File: config.mk
export PLATFORM = sky130hd
export DESIGN_NAME = avr_spi_top
export DESIGN_NICKNAME = d
export VERILOG_FILES = /design/src/source/spi_bridge_pkg.sv /design/src/source/spi_frontend.sv /design/src/source/txn_fifo.sv /design/src/source/reg_bank.sv /design/src/source/avr_spi_top.sv
export SDC_FILE = /design/constraint.sdc
export NUM_CORES = 1
export LEC_CHECK = 0
export ABC_AREA = 1
export ABC_CLOCK_PERIOD_IN_PS = 2100
export BUFFER_PORTS_ARGS = -buffer_cell sky130_fd_sc_hd__buf_2
export CAP_MARGIN = 10
export CORE_ASPECT_RATIO = 1.4
export CORE_MARGIN = 2
export CORE_UTILIZATION = 45
export CTS_CLUSTER_SIZE = 30
export DETAILED_ROUTE_END_ITERATION = 8
export PLACE_DENSITY = 0.77
export SYNTH_ARGS = -nofsm -noshare
export SYNTH_HDL_FRONTEND = slang
export SYNTH_SLANG_ARGS = --single-unit
File: constraint.sdc
create_clock -name fclk -period 2.1 [get_ports fclk]
set_clock_uncertainty 0.1 [all_clocks]
set_input_delay 0.21 -clock fclk [delete_from_list [all_inputs] [get_ports fclk]]
set_output_delay 0.21 -clock fclk [all_outputs]
set_load 0.01 [all_outputs]
File: src/source/spi_bridge_pkg.sv
// ####################
// shared types and constants for the spi register bridge
// imported by the front end, fifo, register bank and testbench
// ####################
package spi_bridge_pkg;

	localparam int fifo_depth = 4; // also the initial credit count
	localparam int credit_w   = 3;
	localparam int ptr_w      = $clog2(fifo_depth);

	// register numbers as sent by the avr
	localparam logic [7:0] reg_kbd     = 8'h10;
	localparam logic [7:0] reg_mus_x   = 8'h20;
	localparam logic [7:0] reg_mus_y   = 8'h21;
	localparam logic [7:0] reg_mus_btn = 8'h22;
	localparam logic [7:0] reg_kj      = 8'h23;
	localparam logic [7:0] reg_rst     = 8'h30;
	localparam logic [7:0] reg_glu     = 8'h41; // read-back of gluclock address
	localparam logic [7:0] reg_com     = 8'h42; // read-back of com port address
	localparam logic [7:0] reg_cfg0    = 8'h50;

	// layout of the reset register byte
	typedef struct packed {
		logic [1:0] rsv_hi;
		logic [1:0] rom_page; // rom page selected after z80 reset
		logic [3:0] rsv_lo;
	} rst_fields_t;

	// reg_rst decodes fields, all other registers take the plain byte
	typedef union packed {
		logic [7:0]  raw;
		rst_fields_t rst;
	} reg_payload_u;

	// one completed spi data frame
	typedef struct packed {
		logic [7:0]   regnum;
		reg_payload_u payload;
	} reg_txn_t;

	typedef struct packed {
		logic [7:0] data;   // shared by all mouse and joystick registers
		logic       xstb;
		logic       ystb;
		logic       btnstb;
		logic       kjstb;
	} mouse_out_t;

endpackage

File: src/source/spi_frontend.sv
`timescale 1ns/1ps
// ####################
// spi slave front end, turns each data frame into a fifo push
// push only while credits remain, otherwise pulse overrun
// ####################
module spi_frontend
	import spi_bridge_pkg::*;
(
	input  logic       fclk,
	input  logic       rst_n,
	input  logic       spics_n,
	input  logic       spick,
	input  logic       spido,
	output logic       spidi,
	input  logic [7:0] status_in,
	input  logic [7:0] gluclock_addr,
	input  logic [7:0] comport_addr,
	input  logic       credit_ret,
	output logic       push,
	output reg_txn_t   txn,
	output logic       overrun
);

	logic [1:0] cs_sync;
	logic [1:0] sck_sync;
	logic [1:0] sdo_sync;
	logic       cs_lvl;   // synchronized chip-select, high in register phase
	logic       sck_lvl;
	logic       sdo_lvl;  // aligned with sck_rise
	logic       cs_rise;
	logic       cs_fall;
	logic       sck_rise;

	logic [7:0] regnum;
	logic [7:0] data_sr;
	logic [7:0] shift_out;
	logic [7:0] rd_byte;
	logic       in_frame;
	logic       ret_q;
	logic [credit_w-1:0] credits;
	logic       frame_end;
	logic       do_push;

	// two sync flops then one registered edge stage
	always_ff @(posedge fclk)
	begin
		if (!rst_n)
		begin
			cs_sync  <= 2'b11;
			sck_sync <= 2'b00;
			sdo_sync <= 2'b00;
			cs_lvl   <= 1'b1;
			sck_lvl  <= 1'b0;
			sdo_lvl  <= 1'b0;
			cs_rise  <= 1'b0;
			cs_fall  <= 1'b0;
			sck_rise <= 1'b0;
		end
		else
		begin
			cs_sync  <= {cs_sync[0], spics_n};
			sck_sync <= {sck_sync[0], spick};
			sdo_sync <= {sdo_sync[0], spido};
			cs_lvl   <= cs_sync[1];
			sck_lvl  <= sck_sync[1];
			sdo_lvl  <= sdo_sync[1];
			cs_rise  <= cs_sync[1] & ~cs_lvl;
			cs_fall  <= ~cs_sync[1] & cs_lvl;
			sck_rise <= sck_sync[1] & ~sck_lvl;
		end
	end

	always_comb
	begin
		case (regnum)
			reg_glu: rd_byte = gluclock_addr;
			reg_com: rd_byte = comport_addr;
			default: rd_byte = 8'hff;
		endcase
	end

	// register number and outgoing byte, both lsb first
	always_ff @(posedge fclk)
	begin
		if (!rst_n)
		begin
			regnum    <= '0;
			shift_out <= status_in; // idle is a register phase
		end
		else
		begin
			if (cs_rise)
				regnum <= '0;
			else if (cs_lvl && sck_rise)
				regnum <= {sdo_lvl, regnum[7:1]};

			if (cs_rise)
				shift_out <= status_in;
			else if (cs_fall)
				shift_out <= rd_byte;
			else if (sck_rise)
				shift_out <= {1'b0, shift_out[7:1]};
		end
	end

	assign spidi = shift_out[0];

	always_ff @(posedge fclk)
	begin
		if (!cs_lvl && sck_rise)
			data_sr <= {sdo_lvl, data_sr[7:1]};
		if (cs_rise)
		begin
			txn.regnum      <= regnum; // still the old number here
			txn.payload.raw <= data_sr;
		end
	end

	assign frame_end = cs_rise && in_frame;
	assign do_push   = frame_end && (credits != '0);

	always_ff @(posedge fclk)
	begin
		if (!rst_n)
		begin
			push     <= 1'b0;
			overrun  <= 1'b0;
			in_frame <= 1'b0;
			ret_q    <= 1'b0;
			credits  <= credit_w'(fifo_depth);
		end
		else
		begin
			push    <= do_push;
			overrun <= frame_end && (credits == '0);
			ret_q   <= credit_ret;
			if (cs_fall)
				in_frame <= 1'b1;
			else if (cs_rise)
				in_frame <= 1'b0;
			case ({ret_q, do_push})
				2'b10:   credits <= credits + 1'b1;
				2'b01:   credits <= credits - 1'b1;
				default: credits <= credits; // none or both
			endcase
		end
	end

endmodule

File: src/source/txn_fifo.sv
`timescale 1ns/1ps
// ####################
// small circular fifo between front end and register bank
// every pop hands one credit back to the front end
// ####################
module txn_fifo
	import spi_bridge_pkg::*;
(
	input  logic     fclk,
	input  logic     rst_n,
	input  logic     push,
	input  reg_txn_t txn_in,
	input  logic     pop,
	output reg_txn_t txn_out,
	output logic     not_empty,
	output logic     credit_ret
);

	reg_txn_t mem [fifo_depth];

	logic [ptr_w-1:0]    wr_ptr;
	logic [ptr_w-1:0]    rd_ptr;
	logic [credit_w-1:0] count;
	logic                do_pop;

	assign not_empty  = (count != '0);
	assign do_pop     = pop && not_empty;
	assign credit_ret = do_pop; // same cycle as the pop
	assign txn_out    = mem[rd_ptr];

	// no full check, credits keep a slot free
	always_ff @(posedge fclk)
	begin
		if (push)
			mem[wr_ptr] <= txn_in;
	end

	always_ff @(posedge fclk)
	begin
		if (!rst_n)
		begin
			wr_ptr <= '0;
			rd_ptr <= '0;
			count  <= '0;
		end
		else
		begin
			if (push)
				wr_ptr <= wr_ptr + 1'b1; // wraps at fifo_depth
			if (do_pop)
				rd_ptr <= rd_ptr + 1'b1;
			case ({push, do_pop})
				2'b10:   count <= count + 1'b1;
				2'b01:   count <= count - 1'b1;
				default: count <= count;
			endcase
		end
	end

endmodule

File: src/source/reg_bank.sv
`timescale 1ns/1ps
// ####################
// register bank, drains the fifo one transaction per cycle
// and turns each into strobes and held outputs
// ####################
module reg_bank
	import spi_bridge_pkg::*;
(
	input  logic       fclk,
	input  logic       rst_n,
	input  reg_txn_t   txn,
	input  logic       not_empty,
	output logic       pop,
	output logic [7:0] kbd_out,
	output logic       kbd_stb,
	output mouse_out_t mouse,
	output logic       genrst,
	output logic [1:0] rstrom,
	output logic [7:0] config0
);

	logic       hit_kbd;
	logic       hit_mus_x;
	logic       hit_mus_y;
	logic       hit_mus_btn;
	logic       hit_kj;
	logic       hit_rst;
	logic       hit_cfg0;
	logic       hit_mouse;
	logic [7:0] mus_data;
	logic [3:0] mus_stb;  // x, y, btn, kj

	// never stalls
	assign pop = not_empty;

	assign hit_kbd     = pop && (txn.regnum == reg_kbd);
	assign hit_mus_x   = pop && (txn.regnum == reg_mus_x);
	assign hit_mus_y   = pop && (txn.regnum == reg_mus_y);
	assign hit_mus_btn = pop && (txn.regnum == reg_mus_btn);
	assign hit_kj      = pop && (txn.regnum == reg_kj);
	assign hit_rst     = pop && (txn.regnum == reg_rst);
	assign hit_cfg0    = pop && (txn.regnum == reg_cfg0);
	assign hit_mouse   = hit_mus_x || hit_mus_y || hit_mus_btn || hit_kj;

	// strobes and held config
	always_ff @(posedge fclk)
	begin
		if (!rst_n)
		begin
			kbd_stb <= 1'b0;
			mus_stb <= '0;
			genrst  <= 1'b0;
			rstrom  <= 2'b00;
			config0 <= '0;
		end
		else
		begin
			kbd_stb <= hit_kbd;
			mus_stb <= {hit_mus_x, hit_mus_y, hit_mus_btn, hit_kj};
			genrst  <= hit_rst; // one cycle pulse
			if (hit_rst)
				rstrom <= txn.payload.rst.rom_page;
			if (hit_cfg0)
				config0 <= txn.payload.raw;
		end
	end

	// data bytes only matter with their strobe
	always_ff @(posedge fclk)
	begin
		if (hit_kbd)
			kbd_out <= txn.payload.raw;
		if (hit_mouse)
			mus_data <= txn.payload.raw;
	end

	assign mouse.data   = mus_data;
	assign mouse.xstb   = mus_stb[3];
	assign mouse.ystb   = mus_stb[2];
	assign mouse.btnstb = mus_stb[1];
	assign mouse.kjstb  = mus_stb[0];

endmodule

File: src/source/avr_spi_top.sv
`timescale 1ns/1ps
// ####################
// avr spi register bridge top, front end -> fifo -> register bank
// ####################
module avr_spi_top
	import spi_bridge_pkg::*;
(
	input  logic       fclk,
	input  logic       rst_n,
	input  logic       spics_n,  // avr spi pins
	input  logic       spick,
	input  logic       spido,
	output logic       spidi,
	input  logic [7:0] status_in,
	input  logic [7:0] gluclock_addr,
	input  logic [7:0] comport_addr,
	output logic       overrun,
	output logic [7:0] kbd_out,
	output logic       kbd_stb,
	output mouse_out_t mouse,
	output logic       genrst,  // z80 reset pulse
	output logic [1:0] rstrom,
	output logic [7:0] config0
);

	logic     push;
	reg_txn_t fe_txn;
	reg_txn_t head_txn;
	logic     pop;
	logic     not_empty;
	logic     credit_ret;

	spi_frontend u_frontend (
		.fclk          (fclk),
		.rst_n         (rst_n),
		.spics_n       (spics_n),
		.spick         (spick),
		.spido         (spido),
		.spidi         (spidi),
		.status_in     (status_in),
		.gluclock_addr (gluclock_addr),
		.comport_addr  (comport_addr),
		.credit_ret    (credit_ret),
		.push          (push),
		.txn           (fe_txn),
		.overrun       (overrun)
	);

	txn_fifo u_fifo (
		.fclk       (fclk),
		.rst_n      (rst_n),
		.push       (push),
		.txn_in     (fe_txn),
		.pop        (pop),
		.txn_out    (head_txn),
		.not_empty  (not_empty),
		.credit_ret (credit_ret)
	);

	reg_bank u_regs (
		.fclk      (fclk),
		.rst_n     (rst_n),
		.txn       (head_txn),
		.not_empty (not_empty),
		.pop       (pop),
		.kbd_out   (kbd_out),
		.kbd_stb   (kbd_stb),
		.mouse     (mouse),
		.genrst    (genrst),
		.rstrom    (rstrom),
		.config0   (config0)
	);

endmodule

==> metrics.md <==
| Metric | Value |
|---|---|
| Outcome | `complete, no violations` |
| Post-DP Area | `6760 µm²` |
| CTS tree | `built` |
| Comb power frac | `15.9%` |
| Total GRT Usage | `17.1%` |
| RSZ-0062 raised after global routing | `no` |
| Final slew viol count | `0` |
| Area growth syn-to-layout | `22.5%` |
| Fmax | `~520 MHz` |
| Synth Register Bits | `164` |
| Die Height | `between 100 and 150 µm` |
| Mapped Cells | `around 560` |
| Vias in the first global route | `4163` |
| DR pass1 iterations | `5` |
| Drt first-iter violations | `approximately 180` |
| Rows | `50` |
| Fin area | `7540 µm²` |
| H-tree levels | `4` |
| Final standard cell utilization of the core | `56.3%` |
| Core area | `13400 µm²` |
| Pint | `6340 µW` |
| Fraction of layout cells with a size suffix above 1 | `18.6%` |
| Pin count of the biggest net entering global routing | `29` |
| Sequential fraction of the synthesis area | `71.5%` |
| Via-to-Cell Ratio | `4.85` |
| IO buf count | `just over 60` |
| TNS Setup | `0 ns` |
| CP max FO | `9` |
| Initial Utilization | `46.0%` |
| Yosys warnings | `0` |
| Part of the cycle the worst path needs | `91.2%` |
| Final setup fails | `0` |
| Worst IR Drop VDD | `0.684 mV` |
| Final antenna diode count | `0` |
| Seq pwr share | `a little over two fifths` |
| Clock Sink Count | `between 150 and 200` |
| Worst-skew pair later-pin latency | `0.42 ns` |
| Setup Buffers After CTS | `0` |
| WL final | `11600 µm` |
| CTS clk-pin slew, worst paths | `0.06 ns` |
| Full die area | `around 15000 µm²` |
| Critical path startpoint category | `flip-flop` |
| Post-synth top area share | `54.6%` |
| Switching Share | `25.6%` |
| Slew HR | `about two thirds` |
| First-pass GRT wire length | `19100 µm` |
| Routed length per instance | `13.7 µm` |
| DRT antenna net count | `0` |
| Final net count | `687` |
| Maximum Capacitance Violations | `0` |
| Worst setup path category | `reg2reg` |
| Leakage | `0.00316 µW` |
| Most frequent cells in the layout | `nand2_1, edfxtp_1, nor2_1, buf_2, inv_1` |
| # DRC | `0` |
| CTS Buf Count | `17` |
| Top cells by area, synth | `edfxtp_1, dfxtp_1, nand2_1` |
| GPL Wtd Cong | `around 0.81` |
| Cell variety after synth | `24` |
| Sw power | `2180 µW` |
| Worst-Margin Slew | `around 0.47 ns` |
| Clock Power Share | `around two fifths` |
| Root buffer cell | `clkbuf_16` |
| Crit. End Element | `flip-flop` |
| Clock Path Buffers | `2` |
| Net Count, Synth | `about 600` |
| I/O pin count | `63` |
| Fin crit period | `roughly 1.9 ns` |
| Routed vias | `slightly above 4000` |
| HPWL after DPL | `between 7000 and 8000 µm` |
| Worst hold path class | `in2reg` |
| Mapped cell area | `6160 µm²` |
| Synth area leader | `edfxtp_1` |
| Die Wd | `a little over 100 µm` |
| Antenna violations before repair | `0` |
| Commonest non-fill, non-tap cell in the layout | `nand2_1` |
| Syn Area/Cell | `11.1 µm²` |
| Pwr Density | `1130 nW/µm²` |
| Final hold vios | `0` |
| GRT Residual Overflow | `0` |
| CP arrival | `slightly below 2 ns` |
| Worst path required time | `between 2 and 2.5 ns` |
## cell usage after synthesis, drive strengths merged
| cell type | n |
|---|---|
| o22ai | 7 |
| fa | 2 |
| nand2 | 133 |
| inv | 58 |
| buf | 7 |
| nor3 | 8 |
| or2 | 3 |
| dfxtp | 52 |
| edfxtp | 112 |
| a21oi | 18 |
| o21ai | 44 |
| nand3 | 27 |
| clkbuf | 9 |
| nor4 | 1 |
| nor2 | 69 |
| ha | 6 |
| a211oi | 1 |
## worst paths after layout
path	start	to	slack [ns]	cells after the start
max reg2reg	flip-flop	u_regs.kbd_out[7]	0.19	8
max	flip-flop	u_regs.kbd_out[7]	0.19	8
min	status_in[0]	u_frontend.shift_out[0]	0.04	3
min reg2reg	u_frontend.sck_lvl	u_frontend.sck_rise	0.30	1
## power groups by stage
stage	clock, µW	sequential, µW	combinational (µW)
floorplan	0	3750	959
global placement	0	3750	1240
detailed placement	0	3760	1320
CTS	3510	3700	1340
global route	3620	3730	1540
finish	3440	3710	1350
## timing repair
| item | 4_1_cts | 5_1_grt |
|---|---|---|
| hold buffers | 10 | 0 |
| setup endpoints to repair | 0 | 19 |
| gates resized for setup | 0 | 5 |
| endpoints found under the hold margin | 10 | 0 |
## kinds of logic after synthesis
family,Yosys count,share of synthesized area [%]
DFF,164,71.5
buffers and inverters,74,4.90
adders and majority gates,8,1.87
AOI/OAI and AO/OA,70,5.87
and+or+nand+nor,241,15.8
## critical path, stage by stage (launching register included)
cell and delay [ns]:
dfxtp_2 0.37, buf_4 0.18, nand2_1 0.10, nand3_1 0.09, nand2_1 0.10, nand3_1 0.10, or2_2 0.30, nor2_1 0.10
buf_4 0.18
## metal layers
layer	GRT usage (%)	part of all wire, %	up-vias
met3	5.01	5.0	16
met2	30.3	54	138
met1	18.5	39	1913
met5	0	0	-
li1	-	-	2035
met4	7.62	1.6	0
## final cells by class
cell class / count / area, µm²
multi-input cells: 319 / 1460
well taps: 182 / 228
inverters: 58 / 220
fillers: 1064 / 5850
clock buffers: 20 / 447
flip-flops and latches: 164 / 4410
clock inverters: 12 / 228
repair buffers: 90 / 546
## stage by stage
step | cells | power (µW) | setup slack, ns | hold WS, ns
6_report | 845 | 8510 | 0.186 | 0.0404
5_1_grt | 845 | 8890 | 0.0106 | 0.0660
4_1_cts | 845 | 8550 | 0.0741 | 0.0201
3_5_place_dp | 803 | 5080 | 0.111 | 0.293
3_3_place_gp | 803 | 4990 | 0.221 | 0.286
2_1_floorplan | 557 | 4710 | 0.0545 | 0.208
## state kept, by name, summed over array words and instances (netlist names), 2 cells and up, named ones only
name	flops
u_fifo.count	3
u_fifo.mem	64
u_fifo.rd_ptr	2
u_fifo.wr_ptr	2
u_frontend.credits	3
u_frontend.cs_sync	2
u_frontend.data_sr	8
u_frontend.regnum	8
u_frontend.sck_sync	2
u_frontend.sdo_sync	2
u_frontend.shift_out	8
u_frontend.txn	16
u_regs.config0	8
u_regs.kbd_out	8
u_regs.mus_data	8
u_regs.mus_stb	4
u_regs.rstrom	2
Note: power is estimated with default switching activity, not from simulation.
